File: config.mk
export PLATFORM = sky130hd
export DESIGN_NAME = obj_scan
export DESIGN_NICKNAME = d
export VERILOG_FILES = /design/src/common/obj_pkg.sv /design/src/obj_scan/obj_scan.sv
export SDC_FILE = /design/constraint.sdc
export NUM_CORES = 1
export LEC_CHECK = 0
export BUFFER_PORTS_ARGS = -buffer_cell sky130_fd_sc_hd__buf_2
export CAP_MARGIN = 30
export CORE_MARGIN = 2
export CORE_UTILIZATION = 51
export DETAILED_ROUTE_END_ITERATION = 8
export GPL_TIMING_DRIVEN = 1
export PLACE_DENSITY = 0.82
export SLEW_MARGIN = 10
export SYNTH_ARGS = -nofsm -noshare
export SYNTH_HDL_FRONTEND = slang
export SYNTH_SLANG_ARGS = --single-unit
File: constraint.sdc
create_clock -name clk -period 2.9 [get_ports clk]
set_clock_uncertainty 0.2 [all_clocks]
set_input_delay 0.145 -clock clk [delete_from_list [all_inputs] [get_ports clk]]
set_output_delay 0.145 -clock clk [all_outputs]
set_load 0.05 [all_outputs]
File: src/common/obj_pkg.sv
// Shared constants and packed records of the sprite layer, imported by each block that needs them
`default_nettype none

package obj_pkg;

    localparam int         OBJ_ENTRIES        = 128;    // Table entries, 4 words each
    localparam int         OBJ_AW             = 9;      // Table word address width
    localparam logic [7:0] OBJ_END_MARK       = 8'hff;  // Bottom line value that ends the table
    localparam logic [8:0] OBJ_HSTART         = 9'd0;   // Readout position while hsn is low
    localparam int         OBJ_WORDS_PER_LINE = 4;      // 16 pixels at 4 bits each
    localparam logic [8:0] OBJ_XMAX           = 9'd320; // First column off the visible area

    // CPU access to the attribute table
    typedef struct packed {
        logic        cs;
        logic [8:0]  addr;   // Word address
        logic [15:0] data;   // Write data
        logic [1:0]  dswn;   // Byte write enables, active low
    } obj_cpu_req_t;

    // One table entry, word 3 in the top bits down to word 0 in the low bits
    typedef struct packed {
        // Word 3
        logic [1:0]  prio;
        logic [5:0]  pal;
        logic [2:0]  rsv3;   // Unused bits
        logic        hflip;
        logic [3:0]  bank;
        // Word 2
        logic [15:0] offset; // Graphics word offset inside the bank
        // Word 1
        logic        hide;
        logic [5:0]  rsv1;   // Unused bits
        logic [8:0]  xpos;
        // Word 0
        logic [7:0]  bottom; // First line below the sprite
        logic [7:0]  top;
    } obj_entry_t;

    // Scanner to drawer command
    typedef struct packed {
        logic [8:0]  xpos;
        logic [19:0] addr;   // First graphics word of this line
        logic        hflip;
        logic [1:0]  prio;
        logic [5:0]  pal;
    } obj_cmd_t;

    // Line buffer pixel, color 0 is transparent and the erased value
    typedef struct packed {
        logic [1:0]  prio;
        logic [5:0]  pal;
        logic [3:0]  color;
    } obj_pxl_t;

endpackage

`default_nettype wire

File: src/obj_scan/obj_scan.sv
// Table walker, decodes entries on each line and hands visible sprites to the drawer
`default_nettype none
`timescale 1ns/1ps

module obj_scan import obj_pkg::*; (
    input  wire logic              clk,
    input  wire logic              rst,
    input  wire logic              hstart,
    input  wire logic [8:0]        vrender,
    output logic [OBJ_AW-1:0]      tbl_addr,
    input  wire logic [15:0]       tbl_dout,
    output logic                   dr_start,
    input  wire logic              dr_busy,
    output obj_cmd_t               dr_cmd
);

    typedef enum logic [1:0] {
        SC_IDLE,    // Done for this line
        SC_READ,    // Fetch the four words of an entry
        SC_CHECK,   // Line range and hide test
        SC_WAIT     // Hold until the drawer is free
    } scan_state_t;

    scan_state_t state;
    logic [6:0]  entry;     // Entry index
    logic [2:0]  cnt;       // Word being addressed, data lags by one
    logic [8:0]  vline;     // Line being prepared
    obj_entry_t  ent;
    logic [7:0]  row;
    logic        visible;
    logic        last_entry;
    logic        adv;       // Move on to the next entry
    obj_cmd_t    next_cmd;

    assign tbl_addr   = {entry, cnt[1:0]};
    assign row        = vline[7:0] - ent.top; // Row inside the sprite
    assign visible    = !ent.hide && (vline >= {1'b0, ent.top}) && (vline < {1'b0, ent.bottom});
    assign last_entry = entry == 7'(OBJ_ENTRIES - 1);
    assign adv        = ((state == SC_CHECK) && !visible) || ((state == SC_WAIT) && !dr_busy);

    always_comb begin
        next_cmd.xpos  = ent.xpos;
        // Bank picks the 64k word page, each row is 4 words
        next_cmd.addr  = {ent.bank, 16'd0} + 20'(ent.offset)
                       + 20'(row) * 20'(OBJ_WORDS_PER_LINE);
        next_cmd.hflip = ent.hflip;
        next_cmd.prio  = ent.prio;
        next_cmd.pal   = ent.pal;
    end

    always_ff @(posedge clk) begin
        if (rst) begin
            state    <= SC_IDLE;
            entry    <= 7'd0;
            cnt      <= 3'd0;
            vline    <= 9'd0;
            dr_start <= 1'b0;
        end else begin
            dr_start <= 1'b0; // Single cycle pulse
            if (hstart) begin
                state <= SC_READ; // Restart from entry 0
                entry <= 7'd0;
                cnt   <= 3'd0;
                vline <= vrender + 9'd1;
            end else begin
                case (state)
                    SC_READ: begin
                        cnt <= cnt + 3'd1;
                        if (cnt == 3'd1 && tbl_dout[15:8] == OBJ_END_MARK) begin
                            state <= SC_IDLE; // Terminator in word 0
                        end else if (cnt == 3'd4) begin
                            state <= SC_CHECK;
                        end
                    end
                    SC_CHECK: if (visible) state <= SC_WAIT;
                    SC_WAIT:  if (!dr_busy) dr_start <= 1'b1;
                    default: ;
                endcase
                if (adv) begin
                    if (last_entry) begin
                        state <= SC_IDLE; // Whole table walked
                    end else begin
                        entry <= entry + 7'd1;
                        cnt   <= 3'd0;
                        state <= SC_READ;
                    end
                end
            end
        end
    end

    // Entry words as they come back from the RAM
    always_ff @(posedge clk) begin
        if (state == SC_READ) begin
            case (cnt)
                3'd1: ent[15:0]  <= tbl_dout;
                3'd2: ent[31:16] <= tbl_dout;
                3'd3: ent[47:32] <= tbl_dout;
                3'd4: ent[63:48] <= tbl_dout;
                default: ;
            endcase
        end
    end

    // Command stays put while the drawer runs
    always_ff @(posedge clk) begin
        if (state == SC_WAIT && !dr_busy) begin
            dr_cmd <= next_cmd;
        end
    end

endmodule

`default_nettype wire

==> impl.org, run 1 <==
** Clock tree
- Number of sinks driven by the clock tree :: approximately 120
- TritonCTS clock tree :: built
- Clock latency on the worst-skew pair :: roughly 530 ps
- Level count of the clock H-tree :: 4
- Counting along the longest clock path gives a buffer depth of 2.
- Clock-pin slew reported for the worst setup and hold paths after clock tree synthesis :: roughly 60 ps
- Root buffer cell :: clkbuf_8
- In this run, CTS created clock tree buffers numbering 17.

** Floorplan
- Effective utilization at floorplan :: a little over 50%
- The region available for standard cell placement spans approximately 9700 um2.
- Horizontal die dimension :: around 100 um
- Full die area :: between 10000 and 15000 um2
- The die is just over 100 um tall.
- Number of rows created at floorplan :: 36
- Number of top-level pins :: 77

** Detailed routing
- Number of violations reported at the end of detailed-routing iteration 0 :: slightly above 300
- The count of nets left with antenna violations once routing finished came out at 0.
- Vias per cell :: 5.52
- Wires add up to ~13 mm.
- The routed layout has between 3000 and 4000 vias.
- Length of the first detailed-routing pass in iterations :: 7
- After detailed routing, the average wire length per cell comes to roughly 19 um.
- After detailed routing, the number of remaining DRC violations is 0.

** Setup path
- Worst endpoint data arrival time :: between 3000 and 4000 ps
- The critical path is of the register to register type.
- The worst setup path is captured at a register.
- At the worst endpoint, the required time is around 3000 ps.
- Crit Path Max Fanout :: 5
- Worst setup SP type :: register

** Min path
- The worst hold path belongs to the class input pin to register.

** Logic synthesis
- Flop and latch count out of synthesis :: 115
- Synth Flop Type :: edfxtp_1
- Number of enable-type register cells in the synthesized netlist :: 93
- After synthesis, the share of flip-flops with an asynchronous set or reset is 0%.
- Number of instances in the synthesized netlist :: ~370
- Synthesized Nets :: approximately 430
- The Yosys step of the flow raised 0 warnings.
- The synthesized netlist contains 48 unique library cells.
- After synthesis, flip-flops and latches occupy roughly 64% of the total area.
- Mapped cell area :: ~5000 um2
- Average instance area after synthesis :: between 10 and 15 um2

** Timing
- Setup TNS :: -4240 ps
- Time the worst path needs with I/O delays and setup :: 3300 ps
- The worst path uses 114% of the clock period.
- The count of final hold-check violations was 0.
- For the pin with the worst max-slew slack, the measured transition is roughly 770 ps.
- Worst Slack Setup Final :: -402 ps
- Tightest slew margin relative to the limit :: between 40% and 50%
- Static timing analysis puts the maximum clock frequency at approximately 0.3 GHz.
- Pins Over Slew Limit :: 0
- Setup repair after global routing could not meet its margin everywhere.
- # setup viols final :: 12

** Finish
- Compared with the post-synthesis result, the final layout area differs by 38.1%.
- The repair_antennas step left the layout with diodes totalling 0.
- Core Util, Final :: between 70% and 80%
- Final net count :: 594
- With fillers left out, the area of the finished cells amounts to just under 7000 um2.
- Most common cell after layout, fill and taps aside :: edfxtp_1
- Fraction of final layout cells sized beyond drive strength 1 :: between 30 and 40%
- Commonest non-fill, non-tap cells in the layout :: 93 x edfxtp_1, 76 x buf_2, 40 x dlygate4sd3_1, 36 x buf_4, 32 x ha_1

** Pwr
- Total power density per cell area :: ~660 nW/um2
- Worst vdd rail ir drop :: 0.379 mV
- Total leakage power :: 2.82 nW

** Global routing
- Summed over all layers, the global routing overflow is 0.
- The number of global-route vias before repair is roughly 3600.
- Global-route wire length before repair :: about 18 mm
- Maximum number of pins on one net before global-route repair :: 43
- Global routing used between 20% and 30% of the available tracks.
- Initial antenna violation count :: 0

** Run status
- Run status :: finished, violations left
- Violated checks :: negative setup slack

** Placed design
- PortBufs :: between 70 and 80
- HPWL after DPL :: between 7 and 8 mm
- Final weighted congestion in routability-driven placement :: 0.871
- After detailed placement, the total cell area comes to around 5700 um2.
- Before CTS, the worst setup slack after placement is -287 ps.

** Run
- Max-cap violations in this run came to 0.
critical path, cell delays in order, from the launching register on:
cell,delay (ps)
edfxtp_1,390
ha_4,170
inv_4,30
fa_2,330
a21o_1,180
a21oi_2,200
xnor2_1,160
ha_1,310
nand3_1,120
o211ai_1,140
o21a_1,230
o21ai_2,180
nand2b_4,120
buf_6,140
xor2_2,140
final timing paths:
| path | from | endpoint | slack [ps] | cells after the start |
|---|---|---|---|---|
| worst min-delay path | hstart | state[0] | 40 | 3 |
| worst max register to register | ent[0] | dr_cmd[19] | -400 | 14 |
| worst min register to register | ent[52] | dr_cmd[8] | 210 | 0 |
| worst max-delay path | ent[0] | dr_cmd[19] | -400 | 14 |
cell type report:
type	instances	area, um2
fillers	590	2750
multi-input cells	217	1790
repair buffers	154	1070
inverters	25	96.3
clock inverters	14	155
flip-flops and latches	115	3230
well taps	133	166
clock buffers	18	418
power by group:
| part | switching, mW | internal, mW | leakage (nW) |
|---|---|---|---|
| registers | 0.0308 | 1.84 | 1.02 |
| logic | 0.374 | 0.320 | 1.53 |
| clock network | 0.783 | 1.23 | 0.276 |
| total | 1.19 | 3.39 | 2.82 |
what timing repair did:
| item | in CTS | in global routing |
|---|---|---|
| hold buffers | 40 | 0 |
| gates resized for setup | 8 | 18 |
| setup endpoints to repair | 11 | 12 |
| buffers inserted | 10 | 2 |
| pin swaps | 8 | 8 |
| endpoints found under the hold margin | 67 | 0 |
state kept, by name, indices dropped and copies added, names as in the netlist:
| register | count |
|---|---|
| ent | 55 |
| dr_cmd | 38 |
| vline | 9 |
| entry | 7 |
| cnt | 3 |
| state | 2 |
| dr_start | 1 |
through the flow:
step                      power (mW)  hold slack, ps  std cells
after detailed placement        2.42             155        592
after CTS                       4.49            18.6        674
after floorplan                 2.25            36.5        365
after global routing            4.71            49.2        676
final                           4.58            43.6        676
after global placement          2.40             156        592
Yosys cell counts (2+ instances only):
| cell | number | share of area, % |
|---|---|---|
| a211oi_1 | 6 | 0.90 |
| a21o_1 | 5 | 0.75 |
| a21oi_1 | 17 | 1.7 |
| a311oi_1 | 3 | 0.52 |
| a31oi_1 | 2 | 0.25 |
| and3_1 | 9 | 1.1 |
| and4_1 | 2 | 0.35 |
| buf_1 | 3 | 0.22 |
| buf_4 | 3 | 0.45 |
| dfxtp_1 | 22 | 8.8 |
| edfxtp_1 | 93 | 56 |
| fa_1 | 2 | 0.80 |
| ha_1 | 33 | 8.2 |
| inv_1 | 25 | 1.9 |
| mux2i_1 | 2 | 0.40 |
| nand2_1 | 11 | 0.82 |
| nand2b_1 | 8 | 1.0 |
| nand3_1 | 17 | 1.7 |
| nor2_1 | 21 | 1.6 |
| nor3_1 | 6 | 0.60 |
| nor3b_1 | 2 | 0.30 |
| o211ai_1 | 2 | 0.30 |
| o21a_1 | 3 | 0.45 |
| o21ai_0 | 12 | 1.2 |
| o21bai_1 | 3 | 0.45 |
| or3_1 | 4 | 0.50 |
| or3_2 | 2 | 0.30 |
| or4_1 | 2 | 0.30 |
| xnor2_1 | 16 | 2.8 |
| xor2_1 | 11 | 1.9 |
cell families after synthesis:
logic type,Yosys count,synth area share (%)
AO/OA/AOI/OAI,62,8.89
multiplexers,2,0.399
AND/OR/NAND/NOR,91,9.79
flip-flops,115,64.4
XOR/XNOR,27,4.71
adder cells (fa/ha/maj),35,9.02
buffers and inverters,33,2.84
layer usage:
layer	track usage, %	routed length [um]	vias up	share of wire, %
met5	0	0	-	0
met4	11.6	500	0	3.9
met3	6.45	721	37	5.6
met2	40.1	6690	169	52
met1	26.5	4910	1834	38
li1	-	-	1691	-
No activity file was read; power rests on OpenSTA's default activity.
==> run 2: changes to the inputs <==
Settings changed: REMOVE_ABC_BUFFERS set to 1.
==> impl.org, run 2 (same netlist as run 1, synthesis figures left out) <==
** Run status
- Run status :: finished, violations left (unchanged)
- Violated checks: negative setup slack (unchanged).

** Clock tree
- Root buffer cell :: clkbuf_8 (unchanged)
- Clock latency on the worst-skew pair :: 530 ps (about the same)
- The maximum clock insertion buffer count was 2 (unchanged).
- The TritonCTS buffer count came to 17 (unchanged).
- TritonCTS clock tree :: built (unchanged)
- Number of sinks driven by the clock tree :: 115 (unchanged)
- Level count of the clock H-tree :: 4 (unchanged)
- The clock transition at the registers of the reported paths was 60 ps (about the same).

** Timing
- Actual slew at the worst max-slew pin :: 780 ps (was 773 ps)
- The ratio of final minimum period to clock period was 111% (was 114%).
- Unrepaired setup endpoints after global routing :: yes (unchanged)
- # setup viols final :: 12 (unchanged)
- The post-route worst setup slack is -310 ps (was -402 ps).
- Tightest slew margin relative to the limit :: 48.0% (was 48.5%)
- The final-report max-slew violation count was 0 (unchanged).
- Worst hold margin :: 121 ps (was 43.6 ps)
- The upper clock frequency limit was 0.312 GHz (was 0.303 GHz).
- Final Hold Vio Count :: 0 (unchanged)
- The shortest clock period the worst path allows after layout came to 3210 ps (was 3300 ps).

** Setup path
- Critical Path End Type :: register (unchanged)
- R2r endpoint :: dr_cmd[26] (was dr_cmd[19])
- Required time at the worst-slack endpoint :: 2970 ps (about the same)
- Crit Path Max Fanout :: 5 (unchanged)
- The worst reg-to-reg path cell count is 15 (was 14).
- The beginning of the critical path is ent[0] (unchanged).
- Crit path kind :: register to register (unchanged)
- The flop-to-flop setup slack is -310 ps (was -400 ps).
- The kind of start point of the critical path is a register (unchanged).
- Worst endpoint data arrival time :: 3280 ps (was 3370 ps)
- Launch instance of the worst register-to-register path :: ent[0] (unchanged)

** Detailed routing
- The mean number of vias per cell came to 5.26 (was 5.52).
- Number of DRC violations after detailed routing :: 0 (unchanged)
- Number of violations reported at the end of detailed-routing iteration 0 :: 245 (was 303)
- Length of the first detailed-routing pass in iterations :: 5 (was 7)
- The count of vias placed by the detailed router was 3558 (was 3731).
- The final wirelength came to 11.5 mm (was 12.8 mm).
- Count of antenna-violating nets left after detailed routing :: 0 (unchanged)
- The routed length per instance came to 17.1 um (was 19.0 um).

** Placed design
- Cell area after placement :: 5740 um2 (about the same)
- HPWL after DPL :: 7.07 mm (was 7.02 mm)
- The final estimated routing congestion in global placement was 0.803 (was 0.871).
- The number of port buffers came to 76 (unchanged).
- Inst Count DP :: 595 (was 592)
- Pre-CTS setup slack :: -390 ps (was -287 ps)

** Finish
- The multi-input logic area was 1800 um2 (was 1790 um2).
- Post-route standard cell area excluding fillers :: 6970 um2 (was 6940 um2)
- The area overhead of the layout relative to synthesis came to 38.8% (was 38.1%).
- Number of cells in the finished layout apart from fillers :: 677 (was 676)
- Commonest non-fill, non-tap cells in the layout :: 93 x edfxtp_1, 76 x buf_2, 41 x dlygate4sd3_1, 36 x buf_4, 30 x ha_1 (was 93 x edfxtp_1, 76 x buf_2, 40 x dlygate4sd3_1, 36 x buf_4, 32 x ha_1)
- Final net count :: 595 (was 594)
- Largest Register :: ent (unchanged)
- Ant diodes :: 0 (unchanged)
- Registers with the most flip-flops: ent x55, dr_cmd x38, vline x9 (unchanged).
- The count of filler cells inserted in the layout came to 615 (was 590).
- The flip-flop count of the largest register after layout came to 55 (unchanged).
- The share of post-route cells with drive strength above 1 came to 34.4% (was 34.1%).
- Area used by sequential logic in the layout :: 3230 um2 (unchanged)
- The most common cell after layout, fill and taps aside was edfxtp_1 (unchanged).

** Global routing
- The maximum number of pins on one net before global-route repair was 43 (unchanged).
- Global-route wire length before repair :: 17.9 mm (was 18.2 mm)
- The number of antenna violations at the first check in global routing was 0 (unchanged).
- Combined global-route utilization of all metal layers :: 23.1% (was 23.2%)
- Vias in the first global route :: 3602 (was 3626)
- Overflow left after global routing :: 0 (unchanged)

** Floorplan
- The floorplan core area is 9680 um2 (unchanged).
- The total number of placement rows was 36 (unchanged).
- The top-level I/O count is 77 (unchanged).
- Horizontal die dimension :: 103 um (unchanged)
- The starting utilization of the core area came to 51.9% (unchanged).
- Floorplan die height :: 103 um (unchanged)
- Full die area :: 10700 um2 (unchanged)

** Min path
- The worst hold endpoint is dr_cmd[1] (was state[0]).
- The origin of the worst min-delay path is dr_busy (was hstart).
- Worst hold stages :: 3 (unchanged)
- Class of the tightest hold or removal check :: input pin to register (unchanged)

** Pwr
- The ratio of total power to cell area is 666 nW/um2 (was 660 nW/um2).
- The total leakage power is 2.84 nW (was 2.82 nW).
- Worst vdd rail ir drop :: 0.350 mV (was 0.379 mV)

** Run
- Count of maximum capacitance violations :: 0 (unchanged)
==> run 2: through the flow <==
| step | power, mW | utilization, % | setup TNS [ps] |
|---|---|---|---|
| finish | 4.64 | 72.0 | -2670 |
| global route | 4.81 | 72.0 | -4110 |
| CTS | 4.62 | 71.3 | -2370 |
| detailed placement | 2.42 | 59.3 | -3470 |
| global placement | 2.40 | 59.3 | -2290 |
| floorplan | 2.22 | - | -1290 |
==> run 2: critical path, stage by stage, from the launching register on <==
cell	delay [ps]
edfxtp_1	380
ha_4	150
inv_2	40
fa_2	330
a21o_1	170
a21oi_2	180
xnor2_1	140
ha_2	310
buf_6	130
o21ai_2	110
nand2b_1	90
a31o_4	240
a21oi_2	150
buf_6	140
nand2b_4	130
xnor2_2	70
==> run 2: worst max path at each step <==
stage / endpoint / slack [ps] / cells after the start
after floorplan: dr_cmd[28] / -150 / 14
final: dr_cmd[26] / -310 / 15
after global placement: dr_cmd[21] / -250 / 15
after global routing: dr_cmd[26] / -400 / 16
after CTS: dr_cmd[27] / -260 / 15
after detailed placement: dr_cmd[21] / -390 / 15
==> run 2: timing repair <==
action | CTS | global route
endpoints found under the setup margin | 11 | 13
resized for setup | 28 | 8
setup buffers | 6 | 3
pin swaps | 17 | 10
hold endpoints to repair | 70 | 0
hold buffers | 41 | 0
==> run 2: area by class of cell <==
| class | instances | area share, % |
|---|---|---|
| Clock buffer | 17 | 5.94 |
| Clock inverter | 15 | 2.62 |
| Inverter | 25 | 1.35 |
| Multi-Input combinational cell | 217 | 25.8 |
| Sequential cell | 115 | 46.4 |
| Tap cell | 133 | 2.39 |
| Timing Repair Buffer | 155 | 15.5 |
==> run 2: report_power, final <==
group	internal [mW]	leakage, nW	switching [mW]	total [mW]
registers	1.84	1.02	0.0294	1.87
clock network	1.26	0.293	0.838	2.10
logic	0.324	1.53	0.349	0.673
==> run 2: routing by layer <==
layer	GRT usage, %	vias to the layer above	routed length, um
met2	39.0	126	6000
met4	9.72	0	200
met3	6.99	18	692
li1	-	1684	-
met1	27.6	1730	4650
met5	0	-	0
