[src/common/obj_pkg.sv]
// Shared constants and packed records of the sprite layer, imported by each block that needs them
`default_nettype none

package obj_pkg;

    localparam int         OBJ_ENTRIES        = 128;    // Table entries, 4 words each
    localparam int         OBJ_AW             = 9;      // Table word address width
    localparam logic [7:0] OBJ_END_MARK       = 8'hff;  // Bottom line value that ends the table
    localparam logic [8:0] OBJ_HSTART         = 9'd0;   // Readout position while hsn is low
    localparam int         OBJ_WORDS_PER_LINE = 4;      // 16 pixels at 4 bits each
    localparam logic [8:0] OBJ_XMAX           = 9'd320; // First column off the visible area

    // CPU access to the attribute table
    typedef struct packed {
        logic        cs;
        logic [8:0]  addr;   // Word address
        logic [15:0] data;   // Write data
        logic [1:0]  dswn;   // Byte write enables, active low
    } obj_cpu_req_t;

    // One table entry, word 3 in the top bits down to word 0 in the low bits
    typedef struct packed {
        // Word 3
        logic [1:0]  prio;
        logic [5:0]  pal;
        logic [2:0]  rsv3;   // Unused bits
        logic        hflip;
        logic [3:0]  bank;
        // Word 2
        logic [15:0] offset; // Graphics word offset inside the bank
        // Word 1
        logic        hide;
        logic [5:0]  rsv1;   // Unused bits
        logic [8:0]  xpos;
        // Word 0
        logic [7:0]  bottom; // First line below the sprite
        logic [7:0]  top;
    } obj_entry_t;

    // Scanner to drawer command
    typedef struct packed {
        logic [8:0]  xpos;
        logic [19:0] addr;   // First graphics word of this line
        logic        hflip;
        logic [1:0]  prio;
        logic [5:0]  pal;
    } obj_cmd_t;

    // Line buffer pixel, color 0 is transparent and the erased value
    typedef struct packed {
        logic [1:0]  prio;
        logic [5:0]  pal;
        logic [3:0]  color;
    } obj_pxl_t;

endpackage

`default_nettype wire

[src/obj_draw/obj_draw.sv]
// Sprite drawer, fetches one line of graphics from the ROM and writes pixels to the line buffer
`default_nettype none
`timescale 1ns/1ps

module obj_draw import obj_pkg::*; (
    input  wire logic              clk,
    input  wire logic              rst,
    input  wire logic              start,
    output logic                   busy,
    input  wire obj_cmd_t          cmd,
    input  wire logic              obj_ok,
    output logic                   obj_cs,
    output logic [19:0]            obj_addr,
    input  wire logic [15:0]       obj_data,
    output logic                   bf_we,
    output logic [OBJ_AW-1:0]      bf_addr,
    output obj_pxl_t               bf_data
);

    typedef enum logic [1:0] {
        DR_IDLE,
        DR_REQ,     // ROM request pending
        DR_SHIFT    // Four nibbles out
    } draw_state_t;

    draw_state_t state;
    obj_cmd_t    cur;       // Latched command
    logic [1:0]  word;      // Graphics word in the line
    logic [3:0]  pix;       // Running pixel count
    logic [15:0] data;      // Shift register
    logic [3:0]  nibble;
    logic        last_nib;

    assign nibble   = cur.hflip ? data[3:0] : data[15:12]; // Flip reads from the low end
    assign last_nib = pix[1:0] == 2'd3;

    assign bf_addr       = cur.xpos + 9'(pix);
    assign bf_data.prio  = cur.prio;
    assign bf_data.pal   = cur.pal;
    assign bf_data.color = nibble;
    // Skip transparent and off-screen pixels
    assign bf_we = (state == DR_SHIFT) && (nibble != 4'd0) && (bf_addr < OBJ_XMAX);

    always_ff @(posedge clk) begin
        if (rst) begin
            state  <= DR_IDLE;
            busy   <= 1'b0;
            obj_cs <= 1'b0;
            word   <= 2'd0;
            pix    <= 4'd0;
        end else begin
            case (state)
                DR_IDLE: if (start) begin
                    state  <= DR_REQ;
                    busy   <= 1'b1;
                    obj_cs <= 1'b1; // First fetch right away
                    word   <= 2'd0;
                    pix    <= 4'd0;
                end
                DR_REQ: if (obj_ok) begin
                    obj_cs <= 1'b0; // Low for the whole shift
                    state  <= DR_SHIFT;
                end
                DR_SHIFT: begin
                    pix <= pix + 4'd1;
                    if (last_nib) begin
                        if (word == 2'(OBJ_WORDS_PER_LINE - 1)) begin
                            state <= DR_IDLE;
                            busy  <= 1'b0; // Last write is this cycle
                        end else begin
                            word   <= word + 2'd1;
                            state  <= DR_REQ;
                            obj_cs <= 1'b1;
                        end
                    end
                end
                default: state <= DR_IDLE;
            endcase
        end
    end

    // Command, ROM address and pixel data
    always_ff @(posedge clk) begin
        if (state == DR_IDLE && start) begin
            cur      <= cmd;
            obj_addr <= cmd.addr;
        end
        if (state == DR_REQ && obj_ok) begin
            data <= obj_data;
        end
        if (state == DR_SHIFT) begin
            data <= cur.hflip ? (data >> 4) : (data << 4);
            if (last_nib) obj_addr <= obj_addr + 20'd1; // Next word of the row
        end
    end

endmodule

`default_nettype wire

[config.mk]
export PLATFORM = sky130hd
export DESIGN_NAME = obj_draw
export DESIGN_NICKNAME = d
export VERILOG_FILES = /design/src/common/obj_pkg.sv /design/src/obj_draw/obj_draw.sv
export SDC_FILE = /design/constraint.sdc
export NUM_CORES = 1
export LEC_CHECK = 0
export BUFFER_PORTS_ARGS = -buffer_cell sky130_fd_sc_hd__buf_2
export CAP_MARGIN = 10
export CORE_ASPECT_RATIO = 1.25
export CORE_MARGIN = 1
export CORE_UTILIZATION = 45
export DETAILED_ROUTE_END_ITERATION = 8
export PLACE_DENSITY = 0.74
export SYNTH_ARGS = -nofsm -noshare
export SYNTH_HDL_FRONTEND = slang
export SYNTH_SLANG_ARGS = --single-unit
[constraint.sdc]
create_clock -name clk -period 5.2 [get_ports clk]
set_input_delay 0 -clock clk [delete_from_list [all_inputs] [get_ports clk]]
set_output_delay 0 -clock clk [all_outputs]
set_load 0.02 [all_outputs]
==> results.tsv, run 1 <==
stage	metric	value	unit
logic_synthesis	synthSimpleGateAreaFrac	21.24	%
route	dr_total_vias	2971	
final_layout	layout_area_overhead	37.53	%
timing	post-route-period-util	45.23	%
final_layout	drive_gt1_share	27.10	%
pwr	vdd_drop_max	162.4	uV
clock_tree	clock_insertion_delay_worst_skew	0.34	ns
floorplan	die_y	97.56	um
final_layout	register_area	1622	um2
timing	final.min_clock_period	2.352	ns
clock_tree	clock_buffer_count_from_cts	9	
placement	detailed_place_hpwl	5.131	mm
timing	maxSlewHeadroom	38.25	%
grt	grt_use_total	21.34	%
critical_path	worst-setup-path-type	register to output pin	
logic_synthesis	post_synth_num_cell_types	55	
floorplan	ports_placed_on_the_boundary	102	
critical_path	setup.worst_path.start_class	register	
logic_synthesis	synthesis.instances	330	
timing	totalNegativeSetupSlack	0	ns
grt	globalRoute.totalOverflow	0	
final_layout	stdcell_count	566	
timing	setup_viol	0	
logic_synthesis	synth_warnings	0	
clock_tree	ctsLongestPathBuffers	2	
floorplan	floorplan.rows	34	
timing	tightestPinTransition	0.9263	ns
timing	final-hold-violation-count	0	
clock_tree	cts_tree	done	
grt	grt_start_max_net_pins	35	
floorplan	floorplan.core_area	7019	um2
hold_path	timing.hold.worst.class	primary input to register	
floorplan	fp.dieArea	7652	um2
grt	grt_antenna_before_repair	0	
logic_synthesis	adder_and_majority_cell_fraction_of_the_synthesized_area	3.274	%
timing	timing.clock.skew	0.006556	ns
route	routed_wire_length_per_instance	13.80	um
logic_synthesis	total_nets_after_synthesis	396	
timing	fin_worst_hold_slack	0.02865	ns
logic_synthesis	sequential_area_share_after_synthesis	49.33	%
placement	port_bufs	101	
placement	finalWeightedCongestion	0.8060	
final_layout	final_net_count	537	
logic_synthesis	post_synth_instance_area	3287	um2
grt	grt_pass1_wl	12.70	mm
floorplan	initial_utilization	46.83	%
critical_path	arrival_time_worst_endpoint	2.35	ns
floorplan	chipWidth	78.44	um
final_layout	n_antenna_cell	0	
critical_path	required	5.20	ns
outcome	run_status	completed	
logic_synthesis	muxShareOfSynthArea	4.111	%
pwr	p_leak	0.001920	uW
route	initialDrtViolationCount	149	
logic_synthesis	largest_family_of_logic_cells_by_synthesized_area	simple AND/OR/NAND/NOR gates	
final_layout	multi_input_comb_area	1499	um2
clock_tree	clk_pin_slew	0.07	ns
final_layout	fin_area	4521	um2
placement	placed_cells_incl_taps	498	
clock_tree	htree_num_levels	3	
route	length_of_the_first_detailed_routing_pass_in_iterations	4	
logic_synthesis	post_synth.cell_area_avg	9.960	um2
critical_path	critPathCaptureType	output pin	
timing	fmax	425.1	MHz
timing	maxSlewViolCount	0	
critical_path	worstPathMaxFanout	5	
logic_synthesis	ys_seq_elements	64	
clock_tree	clock_tree.root_cell	sky130_fd_sc_hd__clkbuf_8	
route	drc	0	
timing	rsz_0062_raised_after_global_routing	no	
route	avgViaCountPerCell	5.249	
clock_tree	numClockSinks	64	
logic_synthesis	synth_xor_area_share	1.865	%
pwr	power_per_cell_area	315.3	nW/um2
final_layout	fillCellCount	592	
logic_synthesis	synth-edff-count	34	
logic_synthesis	synth-async-reset-ratio	0	%
route	antenna_left	0	
grt	via_count_of_the_first_global_routing_pass	2756	
placement	place_area	3765	um2
logic_synthesis	synthFlopType	sky130_fd_sc_hd__edfxtp_1	
route	postRouteWirelength	7.812	mm
flow_run	cap_viol_max_count	0	
logic_synthesis	synth-compound-area-share	15.11	%
[placed cells by master (no fill, tap or decap), types with 7 or more instances in the layout]
cell type	count
sky130_fd_sc_hd__edfxtp_1	34
sky130_fd_sc_hd__clkbuf_8	9
sky130_fd_sc_hd__nand2_1	36
sky130_fd_sc_hd__a21oi_1	19
sky130_fd_sc_hd__dlygate4sd3_1	52
sky130_fd_sc_hd__nand3_1	13
sky130_fd_sc_hd__ha_1	7
sky130_fd_sc_hd__dfxtp_1	30
sky130_fd_sc_hd__nor2_1	33
sky130_fd_sc_hd__o21ai_0	18
sky130_fd_sc_hd__nor3_1	9
sky130_fd_sc_hd__nand2b_1	8
sky130_fd_sc_hd__buf_2	101
sky130_fd_sc_hd__a311oi_1	13
sky130_fd_sc_hd__mux2i_1	9
[synthesized netlist by cell type (all sizes together), types with 5 or more instances]
master,count,area share [%]
a211oi,6,1.4
a21oi,19,2.9
a311oi,14,3.9
and3,5,0.95
buf,16,3.5
clkbuf,7,0.80
dfxtp,30,18
edfxtp,34,31
ha,7,2.7
inv,7,0.80
mux2i,9,2.7
nand2,37,4.5
nand2b,8,1.5
nand3,14,2.3
nor2,33,3.8
nor3,10,1.7
o21ai,19,2.9
[power by group]
group	total [uW]	switching, uW	internal (uW)
Combinational	274	153	121
Clock	506	189	317
Sequential	645	57.5	588
Total	1430	400	1030
[area by class of cell]
cell class	count	area share (%)
clock buffers	10	2.823
flip-flops and latches	64	35.87
clock inverters	6	2.380
well taps	90	2.491
inverters	7	0.5812
repair buffers	153	22.70
multi-input cells	236	33.16
[metal layers]
| layer | vias up | routed length [um] | GRT usage [%] |
|---|---|---|---|
| met5 | - | 0 | 0 |
| met4 | 0 | 179 | 9.402 |
| met3 | 16 | 421 | 4.789 |
| met2 | 113 | 3842 | 35.29 |
| met1 | 1345 | 3368 | 26.36 |
| li1 | 1497 | - | - |
[stage by stage]
| stage | worst slack (ns) | power [uW] | utilization [%] |
|---|---|---|---|
| floorplan | 3.261 | 813.6 | - |
| global placement | 2.933 | 892.4 | 53.64 |
| detailed placement | 2.846 | 898.3 | 53.64 |
| CTS | 2.830 | 1432 | 64.40 |
| global route | 2.588 | 1489 | 64.40 |
| finish | 2.848 | 1425 | 64.40 |
[worst paths after layout]
check	slack, ns	end	cells after the start	start
worst max-delay path	2.85	bf_we	8	pix[0]$_SDFFE_PP0P_
worst min-delay path	0.03	obj_addr[17]$_DFF_P_	3	cmd[26]
worst max register to register	2.88	data[15]$_DFFE_PP_	2	state[1]$_SDFFE_PP0P_
worst min register to register	0.46	obj_cs$_SDFFE_PP0P_	2	obj_cs$_SDFFE_PP0P_
[cells by family after synthesis]
| group | after synthesis |
|---|---|
| adders and majority gates | 8 |
| xor gates and xnor gates | 7 |
| DFF | 64 |
| muxes | 13 |
| and+or+nand+nor | 133 |
| buffers and inverters | 30 |
| AOI/OAI and AO/OA | 75 |
[registers in the layout, summed over array words and instances, names as in the netlist]
register and cells:
bf_data 8, busy 1, cur 10, data 16, obj_addr 20, obj_cs 1, pix 4, state 2
word 2
[critical path: stages (launching register included)]
cell	delay, ns
sky130_fd_sc_hd__dfxtp_1	0.39
sky130_fd_sc_hd__ha_1	0.21
sky130_fd_sc_hd__inv_1	0.06
sky130_fd_sc_hd__fa_1	0.41
sky130_fd_sc_hd__nand2b_1	0.17
sky130_fd_sc_hd__a21oi_1	0.24
sky130_fd_sc_hd__nand3_1	0.16
sky130_fd_sc_hd__a41oi_1	0.19
sky130_fd_sc_hd__buf_2	0.19
[repair_timing]
item | CTS | global route
buffers inserted | 0 | 0
endpoints found under the setup margin | 0 | 0
hold buffers | 52 | 0
hold endpoints to repair | 60 | 0
gates resized for setup | 0 | 0
(Power assumes the default switching activity.)
==> inputs of run 2 (changes only) <==
--- a/config.mk
+++ b/config.mk
@@ -5,13 +5,14 @@
 export SDC_FILE = /design/constraint.sdc
 export NUM_CORES = 1
 export LEC_CHECK = 0
+export ABC_AREA = 1
 export BUFFER_PORTS_ARGS = -buffer_cell sky130_fd_sc_hd__buf_2
 export CAP_MARGIN = 10
 export CORE_ASPECT_RATIO = 1.25
 export CORE_MARGIN = 1
 export CORE_UTILIZATION = 45
 export DETAILED_ROUTE_END_ITERATION = 8
-export PLACE_DENSITY = 0.74
+export PLACE_DENSITY = 0.76
 export SYNTH_ARGS = -nofsm -noshare
 export SYNTH_HDL_FRONTEND = slang
 export SYNTH_SLANG_ARGS = --single-unit
==> constraint.sdc (replaced) <==
create_clock -name clk -period 2 [get_ports clk]
set_input_delay 0 -clock clk [delete_from_list [all_inputs] [get_ports clk]]
set_output_delay 0 -clock clk [all_outputs]
set_load 0.02 [all_outputs]
==> run 2 against run 1 <==
Critical path depth did not move. Clock-buffer cell count grew 1. Sequential power increased to 2.6 times the previous value. Clock skew rose by 0.0022 ns. First-iteration DRC count decreased by 17%. Non-clock buffer count grew 15. Utilization rose by 0.42 points. Wire length up 8.4%. Combinational power increased to 3.1 times the previous value. Hold slack improved by 0.20 ns. Total power increased by 140%.
==> results.tsv, run 2 <==
stage	metric	value	unit
clock_tree	clk_pin_slew	0.07	ns
logic_synthesis	yosysTopAreaCellShare	29.18	%
clock_tree	ctsLongestPathBuffers	2	
final_layout	largest_register_ffs	20	
grt	grt_pass1_wl	13.91	mm
final_layout	postLayoutCoreUtil	64.82	%
pwr	switching_fraction	32.22	%
pwr	share_comb_of_total_power	24.7	%
floorplan	fp.dieArea	8133	um2
floorplan	die_y	100.6	um
logic_synthesis	post_synth_num_cell_types	41	
critical_path	worstPathMaxFanout	7	
final_layout	fillCellCount	633	
hold_path	holdPathEnd	busy$_SDFFE_PP0P_	
timing	rsz_0062_raised_after_global_routing	yes	
flow_run	cap_viol_max_count	0	
clock_tree	clock_tree.root_cell	sky130_fd_sc_hd__clkbuf_8	
final_layout	max_flop_register	obj_addr	
timing	fmax	512.9	MHz
critical_path	r2r-start	state[0]$_SDFFE_PP0P_	
route	routed_wire_length_per_instance	12.31	um
pwr	vdd_drop_max	428.8	uV
logic_synthesis	synthFlopType	sky130_fd_sc_hd__edfxtp_1	
grt	via_count_of_the_first_global_routing_pass	3264	
critical_path	critical_path.slowest_cell	sky130_fd_sc_hd__edfxtp_1	
logic_synthesis	synth_warnings	0	
placement	detailed_place_hpwl	5.664	mm
floorplan	chipWidth	80.86	um
final_layout	n_antenna_cell	0	
logic_synthesis	synth-edff-count	34	
route	postRouteWirelength	8.472	mm
critical_path	timing.reg2reg.setup_slack	0.35	ns
pwr	power_frac_clock	26.7	%
logic_synthesis	synth_top_area_cell	sky130_fd_sc_hd__edfxtp_1	
hold_path	timing.hold.worst.start	start	
placement	port_bufs	101	
outcome	run_status	completed	
critical_path	critPathCaptureType	output pin	
grt	grt_use_total	21.96	%
placement	finalWeightedCongestion	0.8216	
floorplan	initial_utilization	46.99	%
timing	totalNegativeSetupSlack	0	ns
grt	globalRoute.totalOverflow	0	
hold_path	timing.hold.worst_path_depth	3	
final_layout	biggestRegsByFlops	obj_addr (20), data (16), cur (10)	
critical_path	critical_path.n_buffers_inverters	2	
timing	tightestPinTransition	0.4509	ns
final_layout	layout_area_overhead	37.95	%
pwr	power.switching	1099	uW
logic_synthesis	synth.most_common_cell	sky130_fd_sc_hd__nand2_1	
timing	maxSlewHeadroom	69.90	%
pwr	total_power_after_layout	3409	uW
grt	grt_start_max_net_pins	22	
timing	setup_viol	0	
critical_path	setup.worst_path.start_class	register	
logic_synthesis	post_synth_instance_area	3498	um2
final_layout	mostFrequentLayoutCells	sky130_fd_sc_hd__nand2_1, sky130_fd_sc_hd__buf_2, sky130_fd_sc_hd__dlygate4sd3_1	
logic_synthesis	post_synth_most_frequent_cells	sky130_fd_sc_hd__nand2_1, sky130_fd_sc_hd__o21ai_0, sky130_fd_sc_hd__nor2_1	
critical_path	worst_r2r_path_depth	7	
floorplan	ports_placed_on_the_boundary	102	
logic_synthesis	total_nets_after_synthesis	503	
clock_tree	clock_insertion_delay_worst_skew	0.34	ns
final_layout	layout_commonest_cell	sky130_fd_sc_hd__nand2_1	
floorplan	floorplan.rows	35	
logic_synthesis	sequential_area_share_after_synthesis	46.35	%
pwr	power_per_cell_area	706.5	nW/um2
timing	post-route-period-util	97.48	%
final_layout	drive_gt1_share	27.68	%
pwr	power.share.sequential	48.6	%
final_layout	fin_area	4826	um2
timing	maxSlewViolCount	0	
critical_path	timing.critical_path.slowest_cell_delay	0.37	ns
route	initialDrtViolationCount	123	
critical_path	critical_path_cell_count	8	
pwr	internal-power	2311	uW
final_layout	final_net_count	657	
critical_path	worst-setup-path-type	register to output pin	
logic_synthesis	synthesis.instances	437	
critical_path	arrival_time_worst_endpoint	1.95	ns
clock_tree	clock_buffer_count_from_cts	9	
clock_tree	cts_tree	done	
timing	final-hold-violation-count	0	
logic_synthesis	yosys-top-cells-area	sky130_fd_sc_hd__edfxtp_1, sky130_fd_sc_hd__dfxtp_1, sky130_fd_sc_hd__nand2_1	
timing	timing.clock.skew	0.008805	ns
critical_path	critical-path-top-delay-family	flip-flops	
route	length_of_the_first_detailed_routing_pass_in_iterations	4	
route	avgViaCountPerCell	5.031	
critical_path	r2r-end	obj_addr[19]$_DFF_P_	
logic_synthesis	post_synth.cell_area_avg	8.005	um2
floorplan	floorplan.core_area	7445	um2
grt	grt_antenna_before_repair	0	
logic_synthesis	ys_seq_elements	64	
clock_tree	htree_num_levels	3	
route	drc	0	
placement	place_area	4011	um2
route	dr_total_vias	3461	
timing	final.min_clock_period	1.950	ns
hold_path	timing.hold.worst.class	primary input to register	
critical_path	crit_chain	ha_2 -> a21oi_1 -> nand2_2 -> buf_4 -> nand4_1 -> nand2_1 -> a21oi_2 -> buf_6	
pwr	p_leak	0.002222	uW
logic_synthesis	synth-async-reset-ratio	0	%
route	antenna_left	0	
critical_path	required	2.00	ns
clock_tree	numClockSinks	64	
==> run 2: cell types whose count changed after synthesis, sizes merged, moves of 9 or more <==
cell / previous run / this run
nand2: 37 / 123
inv: 7 / 37
o21ai: 19 / 42
a311oi: 14 / 0
nand3: 14 / 28
nor2: 33 / 46
a21oi: 19 / 31
mux2i: 9 / 0
==> run 2: cell type report <==
cell class                 instances  area (um2)  share of cell area (%)
multi-input combinational        311        1632                   33.81
sequential                        64        1627                   33.70
timing repair buffer             168        1157                   23.98
inverter                          37       138.9                   2.878
clock buffer                      11       131.4                   2.722
tap                               92       115.1                   2.385
clock inverter                     5       25.02                  0.5185
==> run 2: worst max path at each step <==
stage / from / end / slack, ns
4_1_cts: cur[29]$_DFFE_PP_ / bf_we / 0.004
3_3_place_gp: pix[0]$_SDFFE_PP0P_ / bf_we / 0.21
2_1_floorplan: pix[0]$_SDFFE_PP0P_ / bf_we / 0.09
3_5_place_dp: pix[0]$_SDFFE_PP0P_ / bf_we / 0.11
6_report: cur[32]$_DFFE_PP_ / bf_we / 0.05
5_1_grt: cur[29]$_DFFE_PP_ / bf_we / -0.04
==> run 2: metrics by stage <==
step / hold WS, ns / instances / setup slack (ns)
after detailed placement: 0.1783 / 612 / 0.1139
after floorplan: 0.09887 / 437 / 0.09003
after CTS: 0.2286 / 688 / 0.003639
after global placement: 0.1764 / 612 / 0.2118
final: 0.2248 / 688 / 0.05049
after global routing: 0.2770 / 688 / -0.03745
==> run 2: tightest hold or removal path: cells and delay by family <==
family	cells	cell delay [ns]
and+or+nand+nor	1	0.30
AOI/OAI and AO/OA	1	0.12
buffers and inverters	1	0.09
==> run 2: cells by family (layout without fill, tap and decap cells) <==
| group | Yosys count | after routing | synth area share (%) |
|---|---|---|---|
| and+or+nand+nor | 212 | 212 | 27.32 |
| buffers and inverters | 62 | 221 | 8.548 |
| DFF | 64 | 64 | 46.35 |
| AOI/OAI and AO/OA | 84 | 84 | 12.95 |
| adders and majority gates | 8 | 8 | 3.076 |
| xor gates and xnor gates | 7 | 7 | 1.753 |
==> run 2: timing repair <==
item,in CTS,in global routing
gates resized for setup,11,8
endpoints found under the setup margin,4,4
hold buffers,56,0
gates cloned,0,0
buffers inserted,4,0
pin swaps,6,4
endpoints found under the hold margin,62,0
==> run 2: metal layers <==
metal / global-route usage, % / share of wire (%)
met1: 23.06 / 42
met2: 41.31 / 52
met3: 5.068 / 4.9
met4: 8.379 / 1.6
met5: 0 / 0
==> run 2: power by group through the flow <==
| stage | combinational (uW) | sequential [uW] | clock, uW |
|---|---|---|---|
| 5_1_grt | 936 | 1670 | 983 |
| 3_5_place_dp | 741 | 1680 | 0 |
| 3_3_place_gp | 724 | 1670 | 0 |
| 4_1_cts | 836 | 1650 | 928 |
| 6_report | 841 | 1660 | 912 |
| 2_1_floorplan | 432 | 1750 | 0 |
==> inputs of run 3 (changes only) <==
--- a/config.mk
+++ b/config.mk
@@ -8,11 +8,14 @@
 export ABC_AREA = 1
 export BUFFER_PORTS_ARGS = -buffer_cell sky130_fd_sc_hd__buf_2
 export CAP_MARGIN = 10
+export CELL_PAD_IN_SITES_DETAIL_PLACEMENT = 0
+export CELL_PAD_IN_SITES_GLOBAL_PLACEMENT = 2
 export CORE_ASPECT_RATIO = 1.25
 export CORE_MARGIN = 1
-export CORE_UTILIZATION = 45
+export CORE_UTILIZATION = 26
 export DETAILED_ROUTE_END_ITERATION = 8
-export PLACE_DENSITY = 0.76
+export GPL_ROUTABILITY_DRIVEN = 1
+export PLACE_DENSITY = 0.77
 export SYNTH_ARGS = -nofsm -noshare
 export SYNTH_HDL_FRONTEND = slang
 export SYNTH_SLANG_ARGS = --single-unit
==> run 3 against run 2 <==
Utilization fell by 26 points. Fmax fell by 1.3%. Non-clock buffer count unchanged. First-iteration DRC count decreased by 20%. Setup slack worse by 0.026 ns. Sequential share of layout area fell by 1.8 points. Wire length increased by 12%. Global-route usage fell by 7.7 points. Clock power is 71% higher. Cell count increased by 11%. Hold slack got worse by 0.21 ns. Design area up 5.5%.
==> results.tsv, run 3 (synthesized netlist as in run 2, its figures left out) <==
stage	metric	value	unit
outcome	run_status	completed	
timing	timing.clock.skew	0.003159	ns
clock_tree	htree_num_levels	3	
hold_path	timing.hold.worst_path_depth	5	
pwr	share_comb_of_total_power	21.0	%
clock_tree	clock_buffer_count_from_cts	9	
final_layout	final_net_count	657	
timing	setup_viol	0	
floorplan	floorplan.core_area	13170	um2
timing	final-hold-violation-count	0	
timing	final.min_clock_period	1.975	ns
placement	detailed_place_hpwl	6.638	mm
timing	rsz_0062_raised_after_global_routing	yes	
route	length_of_the_first_detailed_routing_pass_in_iterations	4	
critical_path	setup.worst_path.start_class	register	
route	antenna_left	0	
timing	tightestPinTransition	0.4721	ns
floorplan	ports_placed_on_the_boundary	102	
route	drc	0	
final_layout	postLayoutCoreUtil	38.66	%
grt	via_count_of_the_first_global_routing_pass	3340	
critical_path	required	2.00	ns
final_layout	drive_gt1_share	29.03	%
timing	maxSlewHeadroom	68.49	%
pwr	vdd_drop_max	310.7	uV
final_layout	layout_commonest_cell	sky130_fd_sc_hd__nand2_1	
floorplan	floorplan.rows	47	
final_layout	biggestRegsByFlops	obj_addr (20), data (16), cur (10)	
route	initialDrtViolationCount	98	
timing	post-route-period-util	98.76	%
critical_path	timing.reg2reg.setup_slack	0.21	ns
clock_tree	clock_insertion_delay_worst_skew	0.33	ns
flow_run	cap_viol_max_count	0	
final_layout	max_flop_register	obj_addr	
final_layout	n_antenna_cell	0	
grt	grt_pass1_wl	15.71	mm
grt	grt_antenna_before_repair	0	
clock_tree	clock_tree.root_cell	sky130_fd_sc_hd__clkbuf_16	
final_layout	multi_input_comb_area	1642	um2
route	avgViaCountPerCell	4.387	
clock_tree	cts_tree	done	
final_layout	layout_area_overhead	45.56	%
pwr	power.share.sequential	40.7	%
route	dr_total_vias	3365	
clock_tree	clk_pin_slew	0.06	ns
critical_path	worstPathMaxFanout	4	
critical_path	worst_r2r_path_depth	7	
floorplan	die_y	131.7	um
floorplan	initial_utilization	26.56	%
pwr	switching_fraction	30.25	%
final_layout	largest_register_ffs	20	
pwr	power.switching	1234	uW
pwr	p_leak	0.002298	uW
critical_path	arrival_time_worst_endpoint	1.98	ns
floorplan	fp.dieArea	13930	um2
critical_path	critPathCaptureType	output pin	
placement	finalWeightedCongestion	0.7756	
grt	grt_start_max_net_pins	23	
clock_tree	ctsLongestPathBuffers	2	
floorplan	chipWidth	105.8	um
pwr	power_frac_clock	38.3	%
clock_tree	numClockSinks	64	
final_layout	fillCellCount	1362	
final_layout	register_area	1624	um2
placement	port_bufs	101	
grt	globalRoute.totalOverflow	0	
pwr	internal-power	2846	uW
placement	placed_cells_incl_taps	690	
route	postRouteWirelength	9.471	mm
pwr	total_power_after_layout	4080	uW
hold_path	timing.hold.worst.class	primary input to register	
final_layout	mostFrequentLayoutCells	sky130_fd_sc_hd__nand2_1, sky130_fd_sc_hd__buf_2, sky130_fd_sc_hd__dlygate4sd3_1	
timing	maxSlewViolCount	0	
route	routed_wire_length_per_instance	12.35	um
final_layout	stdcell_count	767	
grt	grt_use_total	14.27	%
critical_path	worst-setup-path-type	register to output pin	
pwr	power_per_cell_area	801.2	nW/um2
timing	fmax	506.3	MHz
## run 3: cell types whose count changed in the layout (fill, tap and decap cells not counted), moves of 2 or more
cell,delta
sky130_fd_sc_hd__clkbuf_16,+9
sky130_fd_sc_hd__buf_2,-2
sky130_fd_sc_hd__clkinv_4,+2
sky130_fd_sc_hd__nand2_1,-2
sky130_fd_sc_hd__clkbuf_8,-9
sky130_fd_sc_hd__clkbuf_1,-2
sky130_fd_sc_hd__clkinv_1,-2
## run 3: path summary, 6_finish.rpt
check | startpoint | to
worst min register to register | busy$_SDFFE_PP0P_ | busy$_SDFFE_PP0P_
worst max register to register | pix[0]$_SDFFE_PP0P_ | state[0]$_SDFFE_PP0P_
worst min-delay path | cmd[19] | obj_addr[10]$_DFF_P_
worst max-delay path | cur[29]$_DFFE_PP_ | bf_we
## run 3: cell type report
| class | count | share of cell area, % |
|---|---|---|
| clock buffer | 9 | 4.423 |
| clock inverter | 7 | 1.425 |
| tap | 171 | 4.201 |
| multi-input combinational | 311 | 32.24 |
| inverter | 37 | 2.727 |
| timing repair buffer | 168 | 23.10 |
| sequential | 64 | 31.89 |
## run 3: power by group through the flow
stage               registers (uW)  clock network, uW  logic, uW
finish                        1660               1560        856
global route                  1680               1690        951
CTS                           1660               1620        857
detailed placement            1690                  0        760
global placement              1680                  0        753
floorplan                     1750                  0        432
## run 3: routing by layer
metal  GRT usage [%]  share of wire (%)
met3           3.423                4.0
met4           5.324                1.1
met2           24.66                 50
met1           16.95                 45
met5               0                  0
## run 3: timing repair
action / 4_1_cts / 5_1_grt
gates resized for setup: 13 / 11
setup buffers: 4 / 2
hold endpoints to repair: 60 / 0
endpoints found under the setup margin: 5 / 6
pin swaps: 6 / 7
hold buffers: 55 / 0
## run 3: stage by stage
step | setup TNS [ns] | instance area [um2] | setup slack (ns) | hold WS (ns)
floorplan | 0 | 3498 | 0.09003 | 0.09887
global placement | 0 | 4115 | 0.1888 | 0.1767
detailed placement | 0 | 4115 | 0.1364 | 0.1783
CTS | -0.006420 | 5039 | -0.006420 | 0.0006922
global route | -0.1435 | 5092 | -0.1157 | 0.02692
finish | 0 | 5092 | 0.02484 | 0.01122
## run 3: worst max-delay path, cell delays in order (launching register included)
cell and delay [ns]:
sky130_fd_sc_hd__edfxtp_1 0.34, sky130_fd_sc_hd__ha_2 0.19, sky130_fd_sc_hd__inv_2 0.04, sky130_fd_sc_hd__fa_2 0.35
sky130_fd_sc_hd__inv_2 0.07, sky130_fd_sc_hd__nand3_2 0.08, sky130_fd_sc_hd__nand2_4 0.11, sky130_fd_sc_hd__nand3_2 0.07
sky130_fd_sc_hd__nand2_2 0.08, sky130_fd_sc_hd__nand3_2 0.06, sky130_fd_sc_hd__a21oi_2 0.13, sky130_fd_sc_hd__buf_4 0.14
